--- src/cv_settings.svh ---
//----------------------------------------------------------
// Console bus glue memory map and I/O groups
//----------------------------------------------------------
`ifndef CV_SETTINGS_SVH
`define CV_SETTINGS_SVH

//----------------------------------------------------------
// Memory map
//----------------------------------------------------------
// BIOS ROM occupies 0x0000 up to this address
`define CV_BIOS_END       16'h1FFF
// 1 KB work RAM, mirrored across the whole window
`define CV_RAM_BASE       16'h6000
`define CV_RAM_END        16'h7FFF
// Cartridge space runs to the top of memory
`define CV_CART_BASE      16'h8000
// Reads here select the cartridge bank
`define CV_BANK_REG_BASE  16'hFFC0

//----------------------------------------------------------
// I/O port groups, 32 ports each
//----------------------------------------------------------
`define CV_IO_KEY         8'h80
`define CV_IO_VDP         8'hA0
`define CV_IO_JOY         8'hC0
`define CV_IO_PSG         8'hE0

// 10.7 MHz enables per 3.58 MHz cycle
`define CV_CLK_DIV        3

`endif

--- src/cv_bus_pkg.sv ---
//----------------------------------------------------------
// CPU bus and memory-side types
//----------------------------------------------------------
package cv_bus_pkg;

  // Z80 address bus
  typedef logic [15:0] cpu_addr_t;

  // One data byte, in either direction
  typedef logic [7:0] cpu_data_t;

  // 8 KB BIOS ROM
  typedef logic [12:0] bios_addr_t;

  // 1 KB RAM, mirrored
  typedef logic [9:0] ram_addr_t;

  // Cartridge bank number, 16 KB per bank
  typedef logic [5:0] cart_page_t;

  // Bank number on top of a 14-bit offset
  typedef logic [19:0] cart_addr_t;

endpackage

--- src/cv_timing_pkg.sv ---
//----------------------------------------------------------
// Clock divider types
//----------------------------------------------------------
`include "cv_settings.svh"

package cv_timing_pkg;

  // Divider counts down from phase_n to phase_p
  // The p enable fires in phase_p, the n enable in phase_n
  typedef enum logic [1:0] {
    phase_p   = 2'd0,
    phase_mid = 2'd1,
    phase_n   = 2'(`CV_CLK_DIV - 1)
  } clk_phase_t;

endpackage

--- src/cv_cpu_timing.sv ---
//----------------------------------------------------------
// CPU clock enables and M1 wait state
//----------------------------------------------------------
`timescale 1ns/1ns

module cv_cpu_timing (
  input  logic clk_i,
  input  logic reset_n_s,
  input  logic clk_en_10m7_i,
  input  logic m1_n_i,
  input  logic psg_ready_i,
  output logic clk_en_3m58_p_o,
  output logic clk_en_3m58_n_o,
  output logic wait_n_o
);

  cv_timing_pkg::clk_phase_t phase_q;
  logic                      m1_wait_q;

  //----------------------------------------------------------
  // Divide-by-three
  //----------------------------------------------------------
  // Steps only on 10.7 MHz enables, wraps back to phase_n
  always_ff @(posedge clk_i or negedge reset_n_s) begin
    if (!reset_n_s) begin
      phase_q <= cv_timing_pkg::phase_p;
    end else if (clk_en_10m7_i) begin
      case (phase_q)
        cv_timing_pkg::phase_p:   phase_q <= cv_timing_pkg::phase_n;
        cv_timing_pkg::phase_n:   phase_q <= cv_timing_pkg::phase_mid;
        cv_timing_pkg::phase_mid: phase_q <= cv_timing_pkg::phase_p;
        default:                  phase_q <= cv_timing_pkg::phase_p;
      endcase
    end
  end

  // Enables pass the 10.7 MHz pulse straight through
  // Reset leaves phase_p, so the first pulse lands on p
  assign clk_en_3m58_p_o = clk_en_10m7_i & (phase_q == cv_timing_pkg::phase_p);
  assign clk_en_3m58_n_o = clk_en_10m7_i & (phase_q == cv_timing_pkg::phase_n);

  //----------------------------------------------------------
  // M1 wait flip-flop
  //----------------------------------------------------------
  // One extra T-state per opcode fetch
  // Held clear outside M1, toggles on p enables during M1
  always_ff @(posedge clk_i or negedge reset_n_s) begin
    if (!reset_n_s) begin
      m1_wait_q <= 1'b0;
    end else if (m1_n_i) begin
      m1_wait_q <= 1'b0;
    end else if (clk_en_3m58_p_o) begin
      m1_wait_q <= ~m1_wait_q;
    end
  end

  // Sound chip busy also stalls the CPU
  assign wait_n_o = psg_ready_i & ~m1_wait_q;

endmodule

--- src/cv_addr_decode.sv ---
//----------------------------------------------------------
// Memory and I/O address decoder
//----------------------------------------------------------
`timescale 1ns/1ns
`include "cv_settings.svh"

module cv_addr_decode (
  input  cv_bus_pkg::cpu_addr_t a_i,
  input  logic                  mreq_n_i,
  input  logic                  iorq_n_i,
  input  logic                  rd_n_i,
  input  logic                  wr_n_i,
  input  logic                  m1_n_i,
  input  logic                  rfsh_n_i,
  output logic                  bios_ce_n_o,
  output logic                  ram_ce_n_o,
  output logic                  cart_sel_o,
  output logic                  bank_wr_o,
  output logic                  vdp_r_n_o,
  output logic                  vdp_w_n_o,
  output logic                  psg_we_n_o,
  output logic                  ctrl_r_n_o,
  output logic                  ctrl_en_key_n_o,
  output logic                  ctrl_en_joy_n_o
);

  // Group base bytes, only bits 7..5 decode
  localparam cv_bus_pkg::cpu_data_t io_key_c = `CV_IO_KEY;
  localparam cv_bus_pkg::cpu_data_t io_vdp_c = `CV_IO_VDP;
  localparam cv_bus_pkg::cpu_data_t io_joy_c = `CV_IO_JOY;
  localparam cv_bus_pkg::cpu_data_t io_psg_c = `CV_IO_PSG;

  cv_bus_pkg::cpu_data_t io_port_s;
  logic                  strobe_s;
  logic                  mem_acc_s;
  logic                  mem_rd_s;
  logic                  io_acc_s;
  logic                  io_rd_s;
  logic                  io_wr_s;
  logic                  grp_key_s;
  logic                  grp_vdp_s;
  logic                  grp_joy_s;
  logic                  grp_psg_s;

  //----------------------------------------------------------
  // Cycle type
  //----------------------------------------------------------
  assign strobe_s = ~rd_n_i | ~wr_n_i;

  // Refresh cycles also pull MREQ, keep them out
  assign mem_acc_s = ~mreq_n_i & rfsh_n_i & strobe_s;
  assign mem_rd_s  = ~mreq_n_i & rfsh_n_i & ~rd_n_i;

  // IORQ with M1 low is an interrupt acknowledge
  assign io_acc_s = ~iorq_n_i & m1_n_i & strobe_s;
  assign io_rd_s  = io_acc_s & ~rd_n_i;
  assign io_wr_s  = io_acc_s & ~wr_n_i;

  //----------------------------------------------------------
  // Memory map
  //----------------------------------------------------------
  assign bios_ce_n_o = ~(mem_acc_s & (a_i <= `CV_BIOS_END));
  assign ram_ce_n_o  = ~(mem_acc_s & (a_i >= `CV_RAM_BASE) & (a_i <= `CV_RAM_END));

  // Cartridge is ROM, reads only
  assign cart_sel_o = mem_rd_s & (a_i >= `CV_CART_BASE);

  // Bank switch is a read in the top 64 bytes
  assign bank_wr_o = mem_rd_s & (a_i >= `CV_BANK_REG_BASE);

  //----------------------------------------------------------
  // I/O port groups
  //----------------------------------------------------------
  assign io_port_s = a_i[7:0];

  assign grp_key_s = (io_port_s[7:5] == io_key_c[7:5]);
  assign grp_vdp_s = (io_port_s[7:5] == io_vdp_c[7:5]);
  assign grp_joy_s = (io_port_s[7:5] == io_joy_c[7:5]);
  assign grp_psg_s = (io_port_s[7:5] == io_psg_c[7:5]);

  // Controller mode latches, written only
  assign ctrl_en_key_n_o = ~(io_wr_s & grp_key_s);
  assign ctrl_en_joy_n_o = ~(io_wr_s & grp_joy_s);

  // VDP data or register port by direction
  assign vdp_r_n_o = ~(io_rd_s & grp_vdp_s);
  assign vdp_w_n_o = ~(io_wr_s & grp_vdp_s);

  // Same group: PSG on write, controllers on read
  assign psg_we_n_o = ~(io_wr_s & grp_psg_s);
  assign ctrl_r_n_o = ~(io_rd_s & grp_psg_s);

endmodule

--- src/cv_cart_mapper.sv ---
//----------------------------------------------------------
// Cartridge bank mapper
//----------------------------------------------------------
`timescale 1ns/1ns

module cv_cart_mapper (
  input  logic                   clk_i,
  input  logic                   reset_n_s,
  input  cv_bus_pkg::cpu_addr_t  a_i,
  input  logic                   cart_sel_i,
  input  logic                   bank_wr_i,
  input  cv_bus_pkg::cart_page_t cart_pages_i,
  output cv_bus_pkg::cart_addr_t cart_a_o,
  output logic                   cart_en_80_n_o,
  output logic                   cart_en_a0_n_o,
  output logic                   cart_en_c0_n_o,
  output logic                   cart_en_e0_n_o
);

  cv_bus_pkg::cart_page_t bank_q;
  cv_bus_pkg::cart_page_t page_s;
  logic [1:0]             window_s;

  //----------------------------------------------------------
  // Bank register
  //----------------------------------------------------------
  // Bank number comes from the low address bits of the read
  // Masked with the highest bank so it wraps inside the ROM
  always_ff @(posedge clk_i or negedge reset_n_s) begin
    if (!reset_n_s) begin
      bank_q <= '0;
    end else if (bank_wr_i) begin
      bank_q <= a_i[5:0] & cart_pages_i;
    end
  end

  //----------------------------------------------------------
  // Cartridge address
  //----------------------------------------------------------
  // Lower 16 KB is fixed to the last bank
  // Upper 16 KB follows the bank register
  assign page_s = a_i[14] ? bank_q : cart_pages_i;

  assign cart_a_o = {page_s, a_i[13:0]};

  //----------------------------------------------------------
  // 8 KB window enables
  //----------------------------------------------------------
  assign window_s = a_i[14:13];

  // 0x8000, 0xA000, 0xC000, 0xE000
  assign cart_en_80_n_o = ~(cart_sel_i & (window_s == 2'b00));
  assign cart_en_a0_n_o = ~(cart_sel_i & (window_s == 2'b01));
  assign cart_en_c0_n_o = ~(cart_sel_i & (window_s == 2'b10));
  assign cart_en_e0_n_o = ~(cart_sel_i & (window_s == 2'b11));

endmodule

--- src/cv_data_mux.sv ---
//----------------------------------------------------------
// CPU read data multiplexer
//----------------------------------------------------------
`timescale 1ns/1ns

module cv_data_mux (
  input  logic                  bios_ce_n_i,
  input  logic                  ram_ce_n_i,
  input  logic                  vdp_r_n_i,
  input  logic                  ctrl_r_n_i,
  input  logic                  cart_sel_i,
  input  cv_bus_pkg::cpu_data_t bios_d_i,
  input  cv_bus_pkg::cpu_data_t ram_d_i,
  input  cv_bus_pkg::cpu_data_t vdp_d_i,
  input  cv_bus_pkg::cpu_data_t ctrl_d_i,
  input  cv_bus_pkg::cpu_data_t cart_d_i,
  output cv_bus_pkg::cpu_data_t d_o
);

  cv_bus_pkg::cpu_data_t bios_m_s;
  cv_bus_pkg::cpu_data_t ram_m_s;
  cv_bus_pkg::cpu_data_t vdp_m_s;
  cv_bus_pkg::cpu_data_t ctrl_m_s;
  cv_bus_pkg::cpu_data_t cart_m_s;

  // Idle sources float high like an open bus
  assign bios_m_s = bios_ce_n_i ? '1 : bios_d_i;
  assign ram_m_s  = ram_ce_n_i  ? '1 : ram_d_i;
  assign vdp_m_s  = vdp_r_n_i   ? '1 : vdp_d_i;
  assign ctrl_m_s = ctrl_r_n_i  ? '1 : ctrl_d_i;
  assign cart_m_s = cart_sel_i  ? cart_d_i : '1;

  // Wired-AND of all sources, 0xFF when nothing drives
  assign d_o = bios_m_s & ram_m_s & vdp_m_s & ctrl_m_s & cart_m_s;

endmodule

--- src/cv_bus_glue.sv ---
//----------------------------------------------------------
// Console CPU bus glue top level
//----------------------------------------------------------
`timescale 1ns/1ns

module cv_bus_glue (
  input  logic                   clk_i,
  input  logic                   reset_n_s,
  // CPU bus
  input  cv_bus_pkg::cpu_addr_t  a_i,
  input  logic                   mreq_n_i,
  input  logic                   iorq_n_i,
  input  logic                   rd_n_i,
  input  logic                   wr_n_i,
  input  logic                   m1_n_i,
  input  logic                   rfsh_n_i,
  output cv_bus_pkg::cpu_data_t  cpu_d_o,
  output logic                   wait_n_o,
  // Clocking
  input  logic                   clk_en_10m7_i,
  output logic                   clk_en_3m58_p_o,
  output logic                   clk_en_3m58_n_o,
  // Sound chip
  input  logic                   psg_ready_i,
  output logic                   psg_we_n_o,
  // Video processor
  input  cv_bus_pkg::cpu_data_t  vdp_d_i,
  output logic                   vdp_r_n_o,
  output logic                   vdp_w_n_o,
  // Controllers
  input  cv_bus_pkg::cpu_data_t  ctrl_d_i,
  output logic                   ctrl_r_n_o,
  output logic                   ctrl_en_key_n_o,
  output logic                   ctrl_en_joy_n_o,
  // BIOS ROM
  input  cv_bus_pkg::cpu_data_t  bios_d_i,
  output cv_bus_pkg::bios_addr_t bios_a_o,
  output logic                   bios_ce_n_o,
  // Work RAM
  input  cv_bus_pkg::cpu_data_t  ram_d_i,
  output cv_bus_pkg::ram_addr_t  ram_a_o,
  output logic                   ram_ce_n_o,
  output logic                   ram_we_n_o,
  output logic                   ram_rd_n_o,
  // Cartridge
  input  cv_bus_pkg::cart_page_t cart_pages_i,
  input  cv_bus_pkg::cpu_data_t  cart_d_i,
  output cv_bus_pkg::cart_addr_t cart_a_o,
  output logic                   cart_rd_o,
  output logic                   cart_en_80_n_o,
  output logic                   cart_en_a0_n_o,
  output logic                   cart_en_c0_n_o,
  output logic                   cart_en_e0_n_o
);

  logic cart_sel_s;
  logic bank_wr_s;

  //----------------------------------------------------------
  // Clock enables and wait state
  //----------------------------------------------------------
  cv_cpu_timing timing_i (
    .clk_i           (clk_i),
    .reset_n_s       (reset_n_s),
    .clk_en_10m7_i   (clk_en_10m7_i),
    .m1_n_i          (m1_n_i),
    .psg_ready_i     (psg_ready_i),
    .clk_en_3m58_p_o (clk_en_3m58_p_o),
    .clk_en_3m58_n_o (clk_en_3m58_n_o),
    .wait_n_o        (wait_n_o)
  );

  //----------------------------------------------------------
  // Address decoding
  //----------------------------------------------------------
  cv_addr_decode decode_i (
    .a_i             (a_i),
    .mreq_n_i        (mreq_n_i),
    .iorq_n_i        (iorq_n_i),
    .rd_n_i          (rd_n_i),
    .wr_n_i          (wr_n_i),
    .m1_n_i          (m1_n_i),
    .rfsh_n_i        (rfsh_n_i),
    .bios_ce_n_o     (bios_ce_n_o),
    .ram_ce_n_o      (ram_ce_n_o),
    .cart_sel_o      (cart_sel_s),
    .bank_wr_o       (bank_wr_s),
    .vdp_r_n_o       (vdp_r_n_o),
    .vdp_w_n_o       (vdp_w_n_o),
    .psg_we_n_o      (psg_we_n_o),
    .ctrl_r_n_o      (ctrl_r_n_o),
    .ctrl_en_key_n_o (ctrl_en_key_n_o),
    .ctrl_en_joy_n_o (ctrl_en_joy_n_o)
  );

  // Cartridge bank logic
  cv_cart_mapper mapper_i (
    .clk_i          (clk_i),
    .reset_n_s      (reset_n_s),
    .a_i            (a_i),
    .cart_sel_i     (cart_sel_s),
    .bank_wr_i      (bank_wr_s),
    .cart_pages_i   (cart_pages_i),
    .cart_a_o       (cart_a_o),
    .cart_en_80_n_o (cart_en_80_n_o),
    .cart_en_a0_n_o (cart_en_a0_n_o),
    .cart_en_c0_n_o (cart_en_c0_n_o),
    .cart_en_e0_n_o (cart_en_e0_n_o)
  );

  //----------------------------------------------------------
  // Read data back to the CPU
  //----------------------------------------------------------
  cv_data_mux mux_i (
    .bios_ce_n_i (bios_ce_n_o),
    .ram_ce_n_i  (ram_ce_n_o),
    .vdp_r_n_i   (vdp_r_n_o),
    .ctrl_r_n_i  (ctrl_r_n_o),
    .cart_sel_i  (cart_sel_s),
    .bios_d_i    (bios_d_i),
    .ram_d_i     (ram_d_i),
    .vdp_d_i     (vdp_d_i),
    .ctrl_d_i    (ctrl_d_i),
    .cart_d_i    (cart_d_i),
    .d_o         (cpu_d_o)
  );

  // Memory side addresses, RAM mirrors every 1 KB
  assign bios_a_o = a_i[12:0];
  assign ram_a_o  = a_i[9:0];

  // RAM strobes come straight from the CPU
  assign ram_we_n_o = wr_n_i;
  assign ram_rd_n_o = rd_n_i;

  assign cart_rd_o = cart_sel_s;

endmodule

--- config.mk ---
export PLATFORM = sky130hd
export DESIGN_NAME = cv_bus_glue
export DESIGN_NICKNAME = d
export VERILOG_FILES = /design/src/cv_bus_pkg.sv /design/src/cv_timing_pkg.sv /design/src/cv_cpu_timing.sv /design/src/cv_addr_decode.sv /design/src/cv_cart_mapper.sv /design/src/cv_data_mux.sv /design/src/cv_bus_glue.sv
export VERILOG_INCLUDE_DIRS = /design/src /design/src/src
export SDC_FILE = /design/constraint.sdc
export NUM_CORES = 1
export LEC_CHECK = 0
export BUFFER_PORTS_ARGS = -buffer_cell sky130_fd_sc_hd__buf_2
export CAP_MARGIN = 20
export CORE_ASPECT_RATIO = 0.9
export CORE_MARGIN = 1
export CORE_UTILIZATION = 30
export DETAILED_ROUTE_END_ITERATION = 16
export PLACE_DENSITY = 0.82
export SLEW_MARGIN = 20
export SYNTH_ARGS = -nofsm -noshare
export SYNTH_HDL_FRONTEND = slang
export SYNTH_HIERARCHICAL = 1
export SYNTH_SLANG_ARGS = --single-unit
--- constraint.sdc ---
create_clock -name clk_i -period 1.4 [get_ports clk_i]
set_clock_uncertainty 0.2 [all_clocks]
set_input_delay 0.21 -clock clk_i [delete_from_list [all_inputs] [get_ports clk_i]]
set_output_delay 0.21 -clock clk_i [all_outputs]
set_load 0.05 [all_outputs]
==> metrics.txt, run 1 <==
clk root buf clkbuf_8; post-synthesis instance area 0.00117 sq mm; die height 61.2 microns; WP data arrival 1320 ps; flop2flop setup slack -10 ps; CTS clk-pin slew, worst paths 40 ps; # placed instances 301; DRT Pass-1 Iters 4; Yosys cell types 32; H-tree depth 1; routed vias/inst 4.96; Chip Width 67.8 microns; Pleak 1.27 nW; initial antenna violation count 0; final max-slew violation count 0; status finished, violations left; grt ovf 0; CP max FO 8; Port-buffer cells 140; synthesis warning total 6; latest clock arrival within the worst-skew pair 230 ps; Final ANT Viol Nets 0; Max Cap Viol 0; first-pass GRT wire length 6460 microns; Clock Tree Buf Depth 2; Synth area leaders buf_4 (26%), dfrtp_1 (19%), o22ai_1 (8.0%); Starting Density 0.314; Hold Path Class primary input to flop; CP Class primary input to output port; failing checks negative setup slack; largest net degree at the start of global routing 13; DRC 0; highest routed layer met4; Peak VDD IR 788 uV; unrepaired setup endpoints after global routing yes; TNS Setup -3860 ps; Post-Syn Area per Cell 8.12 sq um; metal1 wirelength 1990 microns; crit-path cells buf_8 -> and4bb_4 -> buf_6 -> nor2b_1 -> nor3_4 -> buf_6; synthesis-to-layout area growth 116%; crit share post-route 1.24; Syn Nets 216; Slew headroom 0.817; DR iter-0 viols 83; layout cells sized above 1 0.825; GRT Overall Usage 0.216; Non-Filler Instances 314; io pins 141; Synth Register Bits 9; pwr dens 629 mW/mm^2; Worst path most repeated cell buf_6; Nets 341; maximum clock rate 578 MHz; WL final 4970 microns; die area 0.00415 sq mm; post-synth top area share 0.257; WP data required 990 ps; metal3 WL 265 microns; Critical-path top delay cell and4bb_4; post-synth top area cell buf_4; core area 0.00373 sq mm; CTS tree built; CP max stage delay 420 ps; Period minus WS final 1730 ps; Slew @ Worst Pin 275 ps; clock sinks 9; final hold violations 0; GP Congestion 0.660; setup violators final 25; number of cells produced by synthesis 144; HPWL reported at the end of detailed placement 3260 microns; met2 routed wirelength 2640 microns; Antenna Cells 0; drt wl/cell 15.8 microns; total CTS buffers 3; Worst Slack Setup Final -331 ps; sequential area share after synthesis 0.193; row cnt 21; crit end category output port; hold_ws 27.6 ps; Core Util, Final 0.679; Vias 1558; Startpoint Class primary input; vias in the first global route 1388
timing repair:
item,in CTS,in global routing
pin swaps,16,10
resized for setup,113,24
setup endpoints to repair,30,34
setup buffers,4,3
hold endpoints to repair,9,0
hold buffers,1,0
gates cloned,1,1
placed cells by master (no fill, tap or decap), types with 2 or more instances in the layout:
cell type / netlist / layout
buf_12: 0 / 3
nor2b_2: 0 / 3
clkbuf_8: 0 / 3
nor3_4: 0 / 7
o22ai_2: 0 / 7
nand2_1: 7 / 4
nand3_1: 8 / 2
nor2_1: 3 / 2
mux2_4: 1 / 7
buf_8: 0 / 14
buf_6: 2 / 31
inv_1: 8 / 8
buf_4: 40 / 11
nand3_2: 0 / 5
nor2b_1: 9 / 6
nand2_4: 0 / 2
o22ai_4: 0 / 7
nand3b_1: 2 / 2
and4bb_4: 0 / 2
dfrtp_1: 9 / 9
o21ai_1: 0 / 6
nor2_4: 0 / 2
buf_2: 2 / 104
nor3b_4: 1 / 2
kinds of logic (layout without fill, tap and decap cells):
| logic type | after synthesis | in the layout | share of synthesized area |
|---|---|---|---|
| buffers and inverters | 53 | 176 | 0.314 |
| and+or+nand+nor | 51 | 52 | 0.279 |
| DFF | 9 | 9 | 0.193 |
| AOI/OAI and AO/OA | 24 | 24 | 0.143 |
| muxes | 7 | 7 | 0.0706 |
per-stage QoR:
stage	cell area [sq um]	setup WS [ps]	power, mW
2_1_floorplan	1350	-690	0.939
3_3_place_gp	1870	-438	1.11
3_5_place_dp	1870	-466	1.12
4_1_cts	2420	-314	1.56
5_1_grt	2530	-345	1.67
6_report	2530	-331	1.59
where the power goes:
group	internal [mW]	switching (mW)	total, mW
Sequential	0.293	0.0381	0.331
Combinational	0.378	0.587	0.966
Clock	0.198	0.0989	0.297
critical path, delay by kind of cell:
family | cells | cell delay [ps]
buffers and inverters | 3 | 390
and+or+nand+nor | 3 | 710
layer usage:
| layer | vias up | GRT usage |
|---|---|---|
| li1 | 726 | - |
| met1 | 743 | 0.264 |
| met2 | 79 | 0.380 |
| met3 | 10 | 0.0500 |
| met4 | 0 | 0.0595 |
| met5 | - | 0 |
registers in the layout, indices dropped and copies added (netlist names):
name and count:
timing_i/phase_q 2, mapper_i/bank_q 6, timing_i/m1_wait_q 1
path summary, 6_finish.rpt:
kind / startpoint / endpoint / depth (start not counted)
worst max-delay path: mreq_n_i / cpu_d_o[0] / 6
worst min-delay path: cart_pages_i[5] / mapper_i/bank_q[5] / 3
worst max register to register: timing_i/phase_q[1] / timing_i/m1_wait_q / 3
worst min register to register: mapper_i/bank_q[5] / mapper_i/bank_q[5] / 2
max in group asynchronous: reset_n_s / mapper_i/bank_q[1] / 2
min in group asynchronous: reset_n_s / timing_i/phase_q[0] / 2
cells in the mapped netlist (all sizes together):
| master | instances |
|---|---|
| nor4b | 1 |
| nor2 | 4 |
| and2 | 1 |
| nand4 | 1 |
| and3 | 1 |
| clkbuf | 1 |
| dfrtp | 9 |
| a21o | 2 |
| nor3 | 7 |
| and3b | 1 |
| nand3b | 2 |
| inv | 8 |
| mux2 | 7 |
| and4 | 2 |
| o21ai | 6 |
| and4bb | 3 |
| nor3b | 2 |
| nand3 | 8 |
| a2111oi | 1 |
| nand2 | 7 |
| o22ai | 15 |
| or3b | 1 |
| and2b | 1 |
| nor2b | 9 |
| buf | 44 |
cell type report:
type                            instances  area [sq um]
Clock buffer                            4          45.0
Fill cell                             288          1200
Tap cell                               46          57.6
Sequential cell                         9           225
Timing Repair Buffer                  164          1230
Inverter                                8          30.0
Multi-Input combinational cell         83           942
Power figures use the tool's default switching activity.
==> run 2: changes to the inputs <==
--- a/config.mk
+++ b/config.mk
@@ -13,6 +13,7 @@
 export CORE_UTILIZATION = 30
 export DETAILED_ROUTE_END_ITERATION = 16
 export PLACE_DENSITY = 0.82
+export SKIP_CTS_REPAIR_TIMING = 1
 export SLEW_MARGIN = 20
 export SYNTH_ARGS = -nofsm -noshare
 export SYNTH_HDL_FRONTEND = slang
==> run 2 against run 1 <==
  * The run still ends with negative setup slack left
  * Sequential cell count unchanged
  * Via count fell by 3.5%
  * Critical path depth decreased by 2
  * Setup slack worse by 4.7 ps
  * Clock-buffer cell count did not move
  * Non-clock buffer count shrank 2
  * Sequential power about the same
  * Utilization is 1.5 points lower
  * Routed wire length fell by 5.0%
  * Combinational power decreased by 0.6%
  * Largest cell class unchanged
  * Largest power group unchanged
==> metrics.txt, run 2 (same netlist as run 1, synthesis figures left out) <==
status finished, violations left; failing checks negative setup slack; CTS clk-pin slew, worst paths 40 ps (about the same); grt ovf 0 (unchanged); setup violators final 27 (+8.0%); pwr dens 640 mW/mm^2 (+1.8%); Hold Path Class primary input to flop; design area 0.00247 sq mm (-2.3%); GRT Overall Usage 0.161 (-0.0544); die height 61.2 microns (unchanged); H-tree depth 1 (unchanged); flop2flop setup slack 0 ps (about the same); Top reg by flops mapper_i/bank_q; Startpoint Class primary input; hold_ws 30.2 ps (+2.55 ps); highest routed layer met4; WP data required 990 ps (about the same); RR Endpoint timing_i/m1_wait_q; WL final 4720 microns (-5.0%); core area 0.00373 sq mm (unchanged); most frequent cells in the layout buf_2 (109), buf_6 (25), buf_4 (13), o22ai_4 (11), buf_8 (10); routed vias/inst 4.83 (-2.6%); drt wl/cell 15.2 microns (-4.1%); maximum clock rate 576 MHz (-0.27%); Vias 1503 (-3.5%); vias in the first global route 1116 (-20%); Worst Slack Setup Final -336 ps (-4.73 ps); largest net degree at the start of global routing 13 (unchanged); CP max stage delay 420 ps (about the same); Nets 338 (-0.88%); CP delay by family, top simple AND/OR/NAND/NOR gates; max FFs per register 6 (unchanged); DRT Pass-1 Iters 4 (unchanged); die area 0.00415 sq mm (unchanged); Core Util, Final 0.663 (-0.0154); DR iter-0 viols 44 (-47%); Critical-path top delay cell and4bb_4; hold path endpoint mapper_i/bank_q[5]; unrepaired setup endpoints after global routing yes; initial antenna violation count 0 (unchanged); cells on worst reg2reg path 3 (unchanged); Period minus WS final 1740 ps (+4.73 ps); total CTS buffers 3 (unchanged); Final ANT Viol Nets 0 (unchanged); Starting Density 0.314 (unchanged); CTS tree built; latest clock arrival within the worst-skew pair 230 ps (about the same); met2 routed wirelength 2550 microns (-3.1%); synthesis-to-layout area growth 112%; Hold Path Depth 3 (unchanged); clock sinks 9 (unchanged); clk root buf clkbuf_8; final hold violations 0 (unchanged); CP Class primary input to output port; Antenna Cells 0 (unchanged); fill cell count 299 (+3.8%); HPWL reported at the end of detailed placement 3260 microns (unchanged); metal3 WL 255 microns (-3.8%); hold_sp cart_pages_i[5]; Slew @ Worst Pin 264 ps (-10.5 ps); CP max FO 11 (+3); crit-path cells buf_6 -> and4bb_4 -> or3b_4 -> buf_2; RR Startpoint timing_i/phase_q[1]; Top Registers mapper_i/bank_q (6), timing_i/phase_q (2), timing_i/m1_wait_q (1); crit end category output port; CP bufs+invs 2 (-1); metal1 wirelength 1830 microns (-7.9%); Chip Width 67.8 microns (unchanged); DRC 0 (unchanged); GP Congestion 0.660 (unchanged); first-pass GRT wire length 4950 microns (-23%); Pleak 1.23 nW (-3.0%); Clock Tree Buf Depth 2 (unchanged); most common cell after layout, fill and taps aside buf_2; Port-buffer cells 140 (unchanged); final max-slew violation count 0 (unchanged); layout cells sized above 1 0.815 (-0.00953); placed cell areas 0.00187 sq mm (unchanged); WP data arrival 1330 ps (about the same); Peak VDD IR 843 uV (+7.0%); row cnt 21 (unchanged); crit share post-route 1.24 (+0.00338); io pins 141 (unchanged); Slew headroom 0.823 (+0.00663); Max Cap Viol 0 (unchanged)
[run 2: changes by cell type in the layout (fill, tap and decap cells not counted)]
cell,delta
and4_2,-1
o22ai_4,+4
buf_8,-4
nor2_4,-1
nor2b_1,+2
o22ai_2,-4
buf_2,+5
buf_12,+1
nor2b_2,-2
buf_6,-6
buf_4,+2
nor2_2,+1
[run 2: final cells by class]
cell class | count | area (sq um) | share of cell area
Multi-Input combinational cell | 82 | 952 | 0.385
Clock buffer | 4 | 45.0 | 0.0182
Inverter | 8 | 30.0 | 0.0121
Sequential cell | 9 | 225 | 0.0910
Tap cell | 46 | 57.6 | 0.0233
Timing Repair Buffer | 162 | 1160 | 0.471
[run 2: worst min-delay path, stage by stage]
cell,delay (ps)
buf_2,90
nand3_1,50
o21ai_1,70
[run 2: power breakdown]
group / internal [mW] / switching (mW)
registers: 0.293 / 0.0390
logic: 0.371 / 0.588
clock network: 0.198 / 0.0959
[run 2: how the worst max path moves through the flow]
stage	from	to	slack, ps	depth (start not counted)
floorplan	rfsh_n_i	cpu_d_o[6]	-690	5
global placement	rd_n_i	cpu_d_o[0]	-440	7
detailed placement	rd_n_i	cpu_d_o[0]	-470	7
CTS	rd_n_i	cpu_d_o[0]	-470	7
global route	iorq_n_i	cpu_d_o[2]	-360	7
finish	rd_n_i	cart_en_80_n_o	-340	4
[run 2: routing by layer]
| layer | vias to the layer above | global-route usage |
|---|---|---|
| met5 | - | 0 |
| met4 | 0 | 0.0268 |
| met3 | 8 | 0.0444 |
| met2 | 75 | 0.264 |
| met1 | 707 | 0.216 |
| li1 | 713 | - |
[run 2: metrics by stage]
stage / setup TNS [ps] / power (mW) / instances / setup slack [ps]
after floorplan: -6730 / 0.939 / 144 / -690
final: -3990 / 1.59 / 311 / -336
after detailed placement: -6940 / 1.12 / 301 / -466
after global placement: -6820 / 1.11 / 301 / -438
after CTS: -6410 / 1.43 / 305 / -467
after global routing: -4850 / 1.66 / 311 / -362
